--- config.mk ---
export PLATFORM = sky130hd
export DESIGN_NAME = fm_operator
export DESIGN_NICKNAME = d
export VERILOG_FILES = /design/src/opl_op_pkg.sv /design/src/fm_operator.sv /design/src/op_out.sv /design/src/env_gen.sv /design/src/phase_gen.sv /design/src/sample_clk_div.sv
export SDC_FILE = /design/constraint.sdc
export NUM_CORES = 1
export LEC_CHECK = 0
export BUFFER_PORTS_ARGS = -buffer_cell sky130_fd_sc_hd__buf_2
export CORE_MARGIN = 4
export CORE_UTILIZATION = 65
export DETAILED_ROUTE_END_ITERATION = 10
export PLACE_DENSITY = 0.95
export SYNTH_ARGS = -nofsm -noshare
export SYNTH_HDL_FRONTEND = slang
export SYNTH_SLANG_ARGS = --single-unit
--- constraint.sdc ---
create_clock -name clk -period 17.3 [get_ports clk]
set_input_delay 2.595 -clock clk [delete_from_list [all_inputs] [get_ports clk]]
set_output_delay 2.595 -clock clk [all_outputs]
set_load 0.02 [all_outputs]
--- src/sine_quarter.mem ---
// quarter-wave sine magnitude, 12-bit hex, entry i = round(4095 * sin((i + 0.5) * pi / 64))
064
12D
1F5
2BC
381
444
505
5C2
67B
731
7E2
88F
936
9D7
A73
B08
B96
C1D
C9C
D14
D84
DEB
E4A
EA0
EED
F30
F6B
F9C
FC3
FE0
FF4
FFE

--- src/opl_op_pkg.sv ---
/*
 * Shared widths, envelope states and sine-table constants for the FM operator.
 * Modules import it inside the body and use scoped names in their port lists.
 */
package opl_op_pkg;

    // register field widths
    parameter int FNUM_WIDTH  = 10;         // frequency number
    parameter int BLOCK_WIDTH = 3;          // octave block
    parameter int MULT_WIDTH  = 4;          // multiplier code
    parameter int RATE_WIDTH  = 4;          // ar, dr, sl, rr
    parameter int TL_WIDTH    = 6;          // total level

    // phase path
    parameter int ACC_WIDTH   = 20;         // phase accumulator, wraps at 2^20
    parameter int PHASE_WIDTH = 10;         // table phase index, also modulation width

    // envelope path
    parameter int ATTEN_WIDTH = 9;          // 0 is full volume
    parameter logic [ATTEN_WIDTH-1:0] ATTEN_MAX = {ATTEN_WIDTH{1'b1}}; // silence, 511

    // quarter-wave sine table
    parameter int    SINE_WIDTH      = 12;  // magnitude bits
    parameter int    SINE_DEPTH      = 32;  // entries per quarter wave
    parameter int    SINE_ADDR_WIDTH = $clog2(SINE_DEPTH);
    parameter string SINE_FILE       = "/design/src/sine_quarter.mem"; // hex, one entry per line

    // output sample
    parameter int OUT_WIDTH = 13;           // signed, sine magnitude plus sign

    // envelope generator states
    typedef enum logic [2:0] {
        ENV_ATTACK,                         // level falling toward 0
        ENV_DECAY,                          // rising toward sustain target
        ENV_SUSTAIN,                        // hold or slow rise, per egt
        ENV_RELEASE,                        // key released, rising to silence
        ENV_OFF                             // silent, level pinned at max
    } env_state_t;

endpackage
--- src/fm_operator.sv ---
/*
 * FM operator top level. Sample divider drives the phase and envelope
 * generators in parallel; the output stage combines them into a signed stream.
 */
module fm_operator #(
    parameter int SAMPLE_DIV = 64                          // clocks per output sample
) (
    input  logic                                      clk,
    input  logic                                      rst_n,
    input  logic        [opl_op_pkg::FNUM_WIDTH-1:0]  fnum,
    input  logic        [opl_op_pkg::BLOCK_WIDTH-1:0] block,
    input  logic        [opl_op_pkg::MULT_WIDTH-1:0]  mult,
    input  logic        [opl_op_pkg::RATE_WIDTH-1:0]  ar,
    input  logic        [opl_op_pkg::RATE_WIDTH-1:0]  dr,
    input  logic        [opl_op_pkg::RATE_WIDTH-1:0]  sl,
    input  logic        [opl_op_pkg::RATE_WIDTH-1:0]  rr,
    input  logic        [opl_op_pkg::TL_WIDTH-1:0]    tl,
    input  logic                                      egt,
    input  logic                                      kon,
    input  logic        [opl_op_pkg::PHASE_WIDTH-1:0] modulation,
    output logic signed [opl_op_pkg::OUT_WIDTH-1:0]   out,
    output logic                                      sample_valid
);

    import opl_op_pkg::*;

    logic                   sample_en;     // one cycle per sample
    logic [PHASE_WIDTH-1:0] phase_idx;
    logic [ATTEN_WIDTH-1:0] atten;

    sample_clk_div #(
        .SAMPLE_DIV(SAMPLE_DIV)
    ) i_sample_clk_div (
        .clk       (clk),
        .rst_n     (rst_n),
        .sample_en (sample_en)
    );

    phase_gen i_phase_gen (
        .clk        (clk),
        .rst_n      (rst_n),
        .sample_en  (sample_en),
        .fnum       (fnum),
        .block      (block),
        .mult       (mult),
        .modulation (modulation),
        .phase_idx  (phase_idx)
    );

    env_gen i_env_gen (
        .clk       (clk),
        .rst_n     (rst_n),
        .sample_en (sample_en),
        .kon       (kon),
        .egt       (egt),
        .ar        (ar),
        .dr        (dr),
        .sl        (sl),
        .rr        (rr),
        .tl        (tl),
        .atten     (atten)
    );

    op_out i_op_out (
        .clk          (clk),
        .rst_n        (rst_n),
        .sample_en    (sample_en),
        .phase_idx    (phase_idx),
        .atten        (atten),
        .out          (out),
        .sample_valid (sample_valid)
    );

endmodule

--- src/op_out.sv ---
/*
 * Output stage. Quarter-wave sine lookup with quadrant mirroring, linear
 * attenuation scaling and a registered signed sample one cycle after sample_en.
 */
module op_out (
    input  logic                                      clk,
    input  logic                                      rst_n,
    input  logic                                      sample_en,
    input  logic        [opl_op_pkg::PHASE_WIDTH-1:0] phase_idx,
    input  logic        [opl_op_pkg::ATTEN_WIDTH-1:0] atten,
    output logic signed [opl_op_pkg::OUT_WIDTH-1:0]   out,
    output logic                                      sample_valid
);

    import opl_op_pkg::*;

    localparam int GAIN_WIDTH  = ATTEN_WIDTH + 1;          // 512 - atten, up to 512
    localparam int SCALE_WIDTH = SINE_WIDTH + GAIN_WIDTH;

    logic [SINE_WIDTH-1:0]      sine_rom [SINE_DEPTH];     // quarter-wave magnitude
    logic                       calc_en;                   // sample_en delayed one cycle
    logic [1:0]                 quadrant;
    logic [SINE_ADDR_WIDTH-1:0] index;
    logic [SINE_ADDR_WIDTH-1:0] rom_addr;
    logic [SINE_WIDTH-1:0]      sine_mag;
    logic [GAIN_WIDTH-1:0]      gain;
    logic [SCALE_WIDTH-1:0]     scaled;
    logic [OUT_WIDTH-1:0]       mag;                       // unsigned, after >> 9
    logic signed [OUT_WIDTH-1:0] sample;

    initial $readmemh(SINE_FILE, sine_rom);

    always_comb begin
        quadrant = phase_idx[PHASE_WIDTH-1 -: 2];
        index    = phase_idx[PHASE_WIDTH-3 -: SINE_ADDR_WIDTH];
        rom_addr = quadrant[0] ? ~index : index;           // 31 - index on falling quarters
        sine_mag = sine_rom[rom_addr];
        gain     = GAIN_WIDTH'(2**ATTEN_WIDTH) - GAIN_WIDTH'(atten);
        scaled   = SCALE_WIDTH'(sine_mag) * SCALE_WIDTH'(gain);
        mag      = OUT_WIDTH'(scaled >> ATTEN_WIDTH);
        sample   = quadrant[1] ? -$signed(mag) : $signed(mag); // negative half wave
    end

    always_ff @(posedge clk) begin
        if (!rst_n) begin
            calc_en      <= 1'b0;
            sample_valid <= 1'b0;
        end else begin
            calc_en      <= sample_en;
            sample_valid <= calc_en;                       // one-cycle strobe with out
        end
    end

    always_ff @(posedge clk) begin
        if (!rst_n) begin
            out <= '0;
        end else if (calc_en) begin
            out <= sample;                                 // holds between samples
        end
    end

endmodule

--- src/env_gen.sv ---
/*
 * Envelope generator. ADSR state machine stepped once per sample from kon edges,
 * with a linear level; atten adds total level and saturates at silence.
 */
module env_gen (
    input  logic                               clk,
    input  logic                               rst_n,
    input  logic                               sample_en,
    input  logic                               kon,
    input  logic                               egt,
    input  logic [opl_op_pkg::RATE_WIDTH-1:0]  ar,
    input  logic [opl_op_pkg::RATE_WIDTH-1:0]  dr,
    input  logic [opl_op_pkg::RATE_WIDTH-1:0]  sl,
    input  logic [opl_op_pkg::RATE_WIDTH-1:0]  rr,
    input  logic [opl_op_pkg::TL_WIDTH-1:0]    tl,
    output logic [opl_op_pkg::ATTEN_WIDTH-1:0] atten
);

    import opl_op_pkg::*;

    env_state_t             state;
    env_state_t             state_next;
    logic [ATTEN_WIDTH-1:0] level;          // linear attenuation, 0 is loudest
    logic [ATTEN_WIDTH-1:0] level_next;
    logic                   kon_prev;       // kon at previous sample
    logic [ATTEN_WIDTH-1:0] atk_step;       // 8 * ar
    logic [ATTEN_WIDTH-1:0] sus_target;     // min(sl * 32, 511)
    logic [RATE_WIDTH+4:0]  sl_scaled;
    logic [ATTEN_WIDTH-1:0] tl_scaled;      // 4 * tl

    // add with saturation at cap
    function automatic logic [ATTEN_WIDTH-1:0] sat_add(
        input logic [ATTEN_WIDTH-1:0] base,
        input logic [ATTEN_WIDTH-1:0] step,
        input logic [ATTEN_WIDTH-1:0] cap
    );
        logic [ATTEN_WIDTH:0] sum;
        sum = {1'b0, base} + {1'b0, step};
        return (sum >= {1'b0, cap}) ? cap : sum[ATTEN_WIDTH-1:0];
    endfunction

    assign atk_step   = ATTEN_WIDTH'({ar, 3'b000});
    assign sl_scaled  = {sl, 5'b00000};
    assign sus_target = (sl_scaled > ATTEN_MAX) ? ATTEN_MAX : ATTEN_WIDTH'(sl_scaled);
    assign tl_scaled  = ATTEN_WIDTH'({tl, 2'b00});

    always_comb begin
        state_next = state;
        level_next = level;
        if (kon && !kon_prev) begin
            state_next = ENV_ATTACK;        // key on, level kept
        end else if (!kon && kon_prev) begin
            state_next = ENV_RELEASE;       // key off, level kept
        end else begin
            case (state)
                ENV_ATTACK: begin
                    if (level <= atk_step) begin
                        level_next = '0;
                        state_next = ENV_DECAY;
                    end else begin
                        level_next = level - atk_step;
                    end
                end
                ENV_DECAY: begin
                    level_next = sat_add(level, ATTEN_WIDTH'(dr), sus_target);
                    if (level_next == sus_target) state_next = ENV_SUSTAIN;
                end
                ENV_SUSTAIN: begin
                    if (!egt) begin         // percussive, keeps fading
                        level_next = sat_add(level, ATTEN_WIDTH'(rr), ATTEN_MAX);
                        if (level_next == ATTEN_MAX) state_next = ENV_OFF;
                    end
                end
                ENV_RELEASE: begin
                    level_next = sat_add(level, ATTEN_WIDTH'(rr), ATTEN_MAX);
                    if (level_next == ATTEN_MAX) state_next = ENV_OFF;
                end
                default: level_next = ATTEN_MAX; // ENV_OFF
            endcase
        end
    end

    always_ff @(posedge clk) begin
        if (!rst_n) begin
            state    <= ENV_OFF;
            level    <= ATTEN_MAX;
            kon_prev <= 1'b0;
            atten    <= ATTEN_MAX;
        end else if (sample_en) begin
            state    <= state_next;
            level    <= level_next;
            kon_prev <= kon;
            atten    <= sat_add(level_next, tl_scaled, ATTEN_MAX); // total level on top
        end
    end

endmodule

--- src/phase_gen.sv ---
/*
 * Phase generator. Accumulates (fnum << block) * M / 2 per sample and outputs
 * the top accumulator bits plus the external modulation as the table phase.
 */
module phase_gen (
    input  logic                               clk,
    input  logic                               rst_n,
    input  logic                               sample_en,
    input  logic [opl_op_pkg::FNUM_WIDTH-1:0]  fnum,
    input  logic [opl_op_pkg::BLOCK_WIDTH-1:0] block,
    input  logic [opl_op_pkg::MULT_WIDTH-1:0]  mult,
    input  logic [opl_op_pkg::PHASE_WIDTH-1:0] modulation,
    output logic [opl_op_pkg::PHASE_WIDTH-1:0] phase_idx
);

    import opl_op_pkg::*;

    localparam int SHIFT_WIDTH = FNUM_WIDTH + 2**BLOCK_WIDTH - 1; // fnum at max block
    localparam int M_WIDTH     = MULT_WIDTH + 1;                  // twice mult
    localparam int PROD_WIDTH  = SHIFT_WIDTH + M_WIDTH;

    logic [ACC_WIDTH-1:0]   acc;            // phase accumulator
    logic [ACC_WIDTH-1:0]   acc_next;
    logic [SHIFT_WIDTH-1:0] fnum_shifted;   // fnum << block
    logic [M_WIDTH-1:0]     mult_factor;    // M: 1 for code 0, else 2*mult
    logic [PROD_WIDTH-1:0]  product;
    logic [ACC_WIDTH-1:0]   inc;            // product / 2, mod 2^20

    always_comb begin
        fnum_shifted = SHIFT_WIDTH'(fnum) << block;
        if (mult == '0) begin
            mult_factor = M_WIDTH'(1);      // half-rate multiplier
        end else begin
            mult_factor = {mult, 1'b0};
        end
        product  = PROD_WIDTH'(fnum_shifted) * PROD_WIDTH'(mult_factor);
        inc      = product[ACC_WIDTH:1];    // divide by 2, drop wrap bits
        acc_next = acc + inc;               // wraps naturally
    end

    always_ff @(posedge clk) begin
        if (!rst_n) begin
            acc       <= '0;
            phase_idx <= '0;
        end else if (sample_en) begin
            acc       <= acc_next;
            // top bits of the new phase, offset by modulation, wrap to 10 bits
            phase_idx <= acc_next[ACC_WIDTH-1 -: PHASE_WIDTH] + modulation;
        end
    end

endmodule

--- src/sample_clk_div.sv ---
/*
 * Clock-enable divider. Emits a one-cycle sample_en every SAMPLE_DIV clocks,
 * first pulse SAMPLE_DIV cycles after reset is released.
 */
module sample_clk_div #(
    parameter int SAMPLE_DIV = 64           // clocks per sample, at least 3
) (
    input  logic clk,
    input  logic rst_n,
    output logic sample_en
);

    localparam int CNT_WIDTH = $clog2(SAMPLE_DIV);

    logic [CNT_WIDTH-1:0] cnt;              // down-counter

    always_ff @(posedge clk) begin
        if (!rst_n) begin
            cnt       <= CNT_WIDTH'(SAMPLE_DIV - 1);
            sample_en <= 1'b0;
        end else if (cnt == '0) begin
            cnt       <= CNT_WIDTH'(SAMPLE_DIV - 1); // reload
            sample_en <= 1'b1;
        end else begin
            cnt       <= cnt - 1'b1;
            sample_en <= 1'b0;
        end
    end

endmodule

Word level (Yosys, flattened, before mapping)

Cells that the tools add are included.

Register bits after elaboration: 74
Output and inout port bits: 14
Logic and storage cells: 66

$add $sub $neg: 9
Multipliers: 2
Order comparisons: 5
Eq/ne operators: 8
Shift operators: 1
Multiplexer cells: 19
Bitwise operators: 1
Reduce and logical (&&, ||, !) cells: 10

Operators by type and width:

| cell                                                                | number |
|---|---|
| two-way mux 9 bit                                                   | 8 |
| one-hot mux 9 bit (4 select lines)                                  | 1 |
| multiplier 12 x 10 -> 22 bit (first input constant)                 | 1 |
| multiplier 17 x 5 -> 21 bit                                         | 1 |
| adder 20 bit                                                        | 1 |
| adder 9 x 4 -> 10 bit                                               | 2 |
| greater-or-equal comparator 10 x 9 -> 1 bit (second input constant) | 2 |
| two-way mux 3 bit                                                   | 6 |
| << shifter 10 x 3 -> 17 bit                                         | 1 |
| two-way mux 13 bit                                                  | 1 |
| negator 13 bit                                                      | 1 |
| one-hot mux 3 bit (4 select lines)                                  | 1 |
| adder 10 bit                                                        | 1 |
| adder 9 x 8 -> 10 bit                                               | 1 |
| greater-or-equal comparator 10 x 9 -> 1 bit                         | 1 |
| subtractor 10 x 9 -> 10 bit (first input constant)                  | 1 |
| == test 9 bit                                                       | 1 |
| == test 9 bit (second input constant)                               | 1 |
| greater-than comparator 9 bit (second input constant)               | 1 |
| less-or-equal comparator 9 x 7 -> 1 bit                             | 1 |
| subtractor 9 x 7 -> 9 bit                                           | 1 |
| inequality test 4 x 1 -> 1 bit (second input constant)              | 2 |
| == test 3 x 2 -> 1 bit (second input constant)                      | 2 |
| logical NOT 6 bit                                                   | 1 |
| other kinds (13)                                                    | 15 |

Longest topological paths before layout

Depth in word-level cells: 10
Mapped depth: 36

Hierarchy

Synthesis repeated with hierarchy kept, for this count alone.

Cell total of the unflattened synthesis: 1034
Area, all modules: 8291.7 sq um

Modules (own cells, without submodules):

| module         | instances | cells an instance | area an instance (sq um) | sequential area each (sq um) |
|---|---|---|---|---|
| phase_gen      | 1         | 635               | 5170.0                   | 600.6 |
| env_gen        | 1         | 349               | 2655.0                   | 440.4 |
| sample_clk_div | 1         | 30                | 282.8                    | 140.1 |
| op_out         | 1         | 20                | 183.9                    | 60.1 |

Least setup slack after synthesis

OpenSTA, ideal clock, no wires.

Path kind: input port to flip-flop
Start: in block[0] in the netlist's numbering
End: reg i_phase_gen.phase_idx[9] in the netlist's numbering
Arrival: 9.297 ns
Path slack: 7.933 ns
Stages on the path: 35
Buffers on the path: 1
Cell sequence: buf_1 mux2_2 o21ai_0 o22a_1 nor2_1 fa_1 fa_1 inv_1 fa_1 inv_1 ha_1 o21a_1 o31a_1 o21a_1 nor2_1 o21bai_1 a21oi_1 xnor2_1 ha_1 a21oi_1 a21boi_1 o21bai_1 a21oi_1 o21bai_1 a21oi_1 xnor2_1 ha_1 nand4_1 nor2_1 a211oi_1 o21ai_0 a21oi_1 xnor2_1 xnor3_1 a21oi_1

Cells in the longest elaborated chain, start to end: 4

Ends and longest elaborated chain:

| what                         | RTL line          | RTL |
|---|---|---|
| start: declaration           | fm_operator.sv:11 | `input logic [opl_op_pkg::BLOCK_WIDTH-1:0] block,` |
| << shifter 10 x 3 -> 17 bit  | phase_gen.sv:30   | `fnum_shifted = SHIFT_WIDTH'(fnum) << block;` |
| multiplier 17 x 5 -> 21 bit  | phase_gen.sv:36   | `product = PROD_WIDTH'(fnum_shifted) * PROD_WIDTH'(mult_factor);` |
| adder 20 bit                 | phase_gen.sv:38   | `acc_next = acc + inc;` |
| net i_phase_gen.acc_next[14] | phase_gen.sv:23   | `logic [ACC_WIDTH-1:0] acc_next;` |
| adder 10 bit                 | phase_gen.sv:48   | `phase_idx <= acc_next[ACC_WIDTH-1 -: PHASE_WIDTH] + modulation;` |
| end signal: assignment       | phase_gen.sv:48   |  |
| end: declaration             | phase_gen.sv:13   | `output logic [opl_op_pkg::PHASE_WIDTH-1:0] phase_idx` |

The timed path passes the listed nets, and every way through them passes these cells.
A chain may end at the register's enable or synchronous reset.

Worst setup path in the final report

Ends and elaborated chain as after synthesis.

==> results by group <==
Clock tree
  – Post-CTS setup buffers: 0
  – H-Tree Depth: 2
  – Resized cells post-CTS: 0
  – CTS sink cnt: 31
  – Clock transition at the registers of the reported paths: 0.07 ns
  – Clock Tree Root: clkbuf_8
  – TritonCTS Buffers: 5
  – Clock buffer depth: 2
  – Hold-fix buffers at CTS: 0
  – CTS tree: yes
  – Later-pin clock latency in the skew report: 0.29 ns

Timing
  – Max-slew headroom: 54.2%
  – Clock Skew: 0.0100 ns
  – Actual slew at the worst max-slew pin: 0.679 ns
  – # setup viols final: 0
  – Setup ws final: 7.29 ns
  – Sum Neg Setup Slack: 0 ns
  – Final min period: 10.01 ns
  – Fmax: 0.0999 GHz
  – Final Max Slew Viols: 0
  – Fin. Hold Viols: 0
  – Final worst-path cycle share: 57.9%
  – RSZ-0062 raised after global routing: false

Floorplanning
  – Core Rows: 32
  – Die width: 96.9 um
  – Initial Util: 66.8%
  – Core Area: 0.00769 sq mm
  – IO Count: 67
  – Die Area: 0.00939 sq mm
  – DIE HEIGHT: 96.9 um

Outcome
  – Status: finished clean

Synth
  – Yosys reg bits: 31
  – Synth area leader: fa_1
  – Sequential share of the synthesized area: 12.1%
  – Xor/xnor cell area share of the yosys netlist: 6.75%
  – Adder-Cell Fraction of Synth Area: 31.7%
  – Compound-Gate Fraction of Synth Area: 15.8%
  – Main combinational cell family by area after synthesis: adder cells
  – Area contributors post-synth: fa_1 (18%), ha_1 (14%), dfxtp_1 (12%)
  – Post-synth EDFFs: 0
  – Yosys top cell area share: 17.5%
  – Syn_area_per_cell: 8.10 sq um
  – Simple-Gate Fraction of Synth Area: 20.6%
  – Ys async rst share: 0%
  – Multiplexer share of the synthesized area: 5.02%
  – Yosys cell types: 58
  – Syn Inst Count: 634
  – Mapped Area: 0.00514 sq mm
  – Ys flop type: dfxtp_1
  – Yosys warning count: 0

Worst setup path
  – WP data required: 17.53 ns
  – CP arrival: 10.23 ns
  – WS Path Type: in -> reg
  – Most used cell along the critical path: a21oi_1
  – Slowest-stage cell, CP: fa_1
  – Crit-path max cell delay: 0.54 ns
  – Crit-path max FO: 12
  – Type of origin of the critical path: input port
  – Setup crit end kind: flop

Flow run
  – Max Cap Violations: 0

Pwr
  – Clock power frac: 18.1%
  – Worst vdd ir: 0.0571 mV
  – Flop pwr share: 17.4%
  – Switching pwr: 0.190 mW
  – Power Density: 76.7 mW/mm^2
  – LEAKAGE: 2.69 nW
  – Internal power: 0.227 mW
  – Combinational share of power: 64.5%
  – Sw Ratio: 45.5%

Detailed routing
  – Post-detailed-route wirelength per cell: 15.2 um
  – Post-DR vias/cell: 6.06
  – Post-route ant nets: 0
  – DR pass1 iterations: 5
  – DR iter-0 viols: 315
  – DRC: 0
  – Routed via count: 4597
  – Aggregate routed wire length: 11500 um

Placement
  – Buffers on Ports: 30
  – GPL Wtd Cong: 0.931
  – DP Worst Slack: 7.16 ns
  – Hpwl dp: 9180 um
  – Placed Cells: 750

Global route
  – Initial antenna violation count: 0
  – Remaining Overflow, GRT: 0
  – Largest net degree at the start of global routing: 34
  – Gr usage total: 24.5%
  – Global-route wire length before repair: 19800 um
  – Vias in the first global route: 4586

Finish
  – P&R area growth vs syn: 5.80%
  – Filler cell count: 595
  – # diodes: 0
  – Non-filler cells, final: 758
  – Share of cells above drive strength 1: 8.23%
  – # nets final: 811

Hold path
  – Hold crit path type: reg -> reg
## layout make-up
type	instances	area (sq um)	share of cell area (%)
inverter	70	263	4.83
clock buffer	6	82.6	1.52
multi-input combinational	515	4140	76.2
sequential	31	621	11.4
tap	102	128	2.35
clock inverter	2	35.0	0.645
timing repair buffer	32	165	3.04
## cells in the mapped netlist (4+ instances only)
cell type	count
inv_1	66
nor2_1	61
ha_1	58
fa_1	45
nand2_1	41
a21oi_1	38
xnor2_1	34
dfxtp_1	31
o21ai_0	24
nand3_1	20
mux2i_1	19
nor2b_1	18
clkbuf_1	15
nand2b_1	15
nor3_1	15
a21o_1	14
and3_1	12
buf_4	12
and2_1	10
o21a_1	10
nor4_1	9
o21bai_1	8
a211oi_1	7
mux2_2	6
a31oi_1	4
## stage by stage
stage	cell area (sq um)	hold WS (ns)	util, %	power (mW)
final	5440	0.408	70.7	0.417
after global routing	5440	0.431	70.7	0.454
after CTS	5440	0.412	70.7	0.415
after detailed placement	5320	0.396	69.2	0.336
after global placement	5320	0.378	69.2	0.321
after floorplan	5180	0.371	-	0.282
## cells by family (layout without fill, tap and decap cells)
kind of cell,Yosys count,in the layout
flops,31,31
fa+ha+maj,103,103
mux,25,25
other cells,1,12
compound gates,125,125
xor+xnor,38,38
buf+inv,99,110
simple gates,212,212
## power by group through the flow
stage | clock network (mW) | logic [mW] | registers [mW]
after CTS | 0.0760 | 0.267 | 0.0723
after global placement | 0 | 0.247 | 0.0738
after floorplan | 0 | 0.208 | 0.0738
after global routing | 0.0793 | 0.302 | 0.0723
final | 0.0755 | 0.269 | 0.0723
after detailed placement | 0 | 0.262 | 0.0739
## final timing paths
kind,startpoint,end,slack [ns],cells past startpoint
max,block[0],i_phase_gen.phase_idx[9]$_SDFFE_PN0P_,7.29,33
min,i_sample_clk_div.cnt[0]$_SDFF_PP1_,i_sample_clk_div.cnt[0]$_SDFF_PP1_,0.41,1
max reg2reg,i_phase_gen.acc[0]$_SDFFE_PN0P_,i_phase_gen.phase_idx[9]$_SDFFE_PN0P_,12.84,19
min reg2reg,i_sample_clk_div.cnt[0]$_SDFF_PP1_,i_sample_clk_div.cnt[0]$_SDFF_PP1_,0.41,1
## sequential cells by signal, summed over array words and instances, names as in the netlist
| name | cells |
|---|---|
| i_op_out.out | 1 |
| i_sample_clk_div.cnt | 6 |
| i_phase_gen.acc | 20 |
| i_op_out.calc_en | 1 |
| i_phase_gen.phase_idx | 1 |
| i_sample_clk_div.sample_en | 1 |
| i_op_out.sample_valid | 1 |
## cells in the final DEF (no fill, tap or decap), drive strengths merged, types with 4 or more instances in the layout
cell	n
inv	67
and3	13
nor4	9
nor2	61
and2	10
clkbuf	6
o21a	10
buf	32
o21ai	24
conb	12
mux2i	19
a31oi	4
clkinv	4
fa	45
nand3	20
dfxtp	31
a21o	14
nor3	15
nor2b	18
a211oi	7
o21bai	8
nand2b	15
xnor2	34
a21oi	38
ha	58
nand2	41
mux2	6
## metal layers
layer,vias to the layer above,GRT usage (%),routed length [um]
met4,0,8.75,227
met2,164,43.3,6000
met1,2227,30.2,4690
li1,2176,-,-
met3,30,3.68,587
met5,-,0,0
## critical path: cells and delay by family
kind	cells	cell delay, ns
adder cells (fa/ha/maj)	6	2.65
multiplexers	1	0.51
AO/OA/AOI/OAI	10	1.90
XOR/XNOR	3	0.63
buffers and inverters	3	0.33
AND/OR/NAND/NOR	10	1.58
Note: power is estimated with default switching activity, not from simulation.
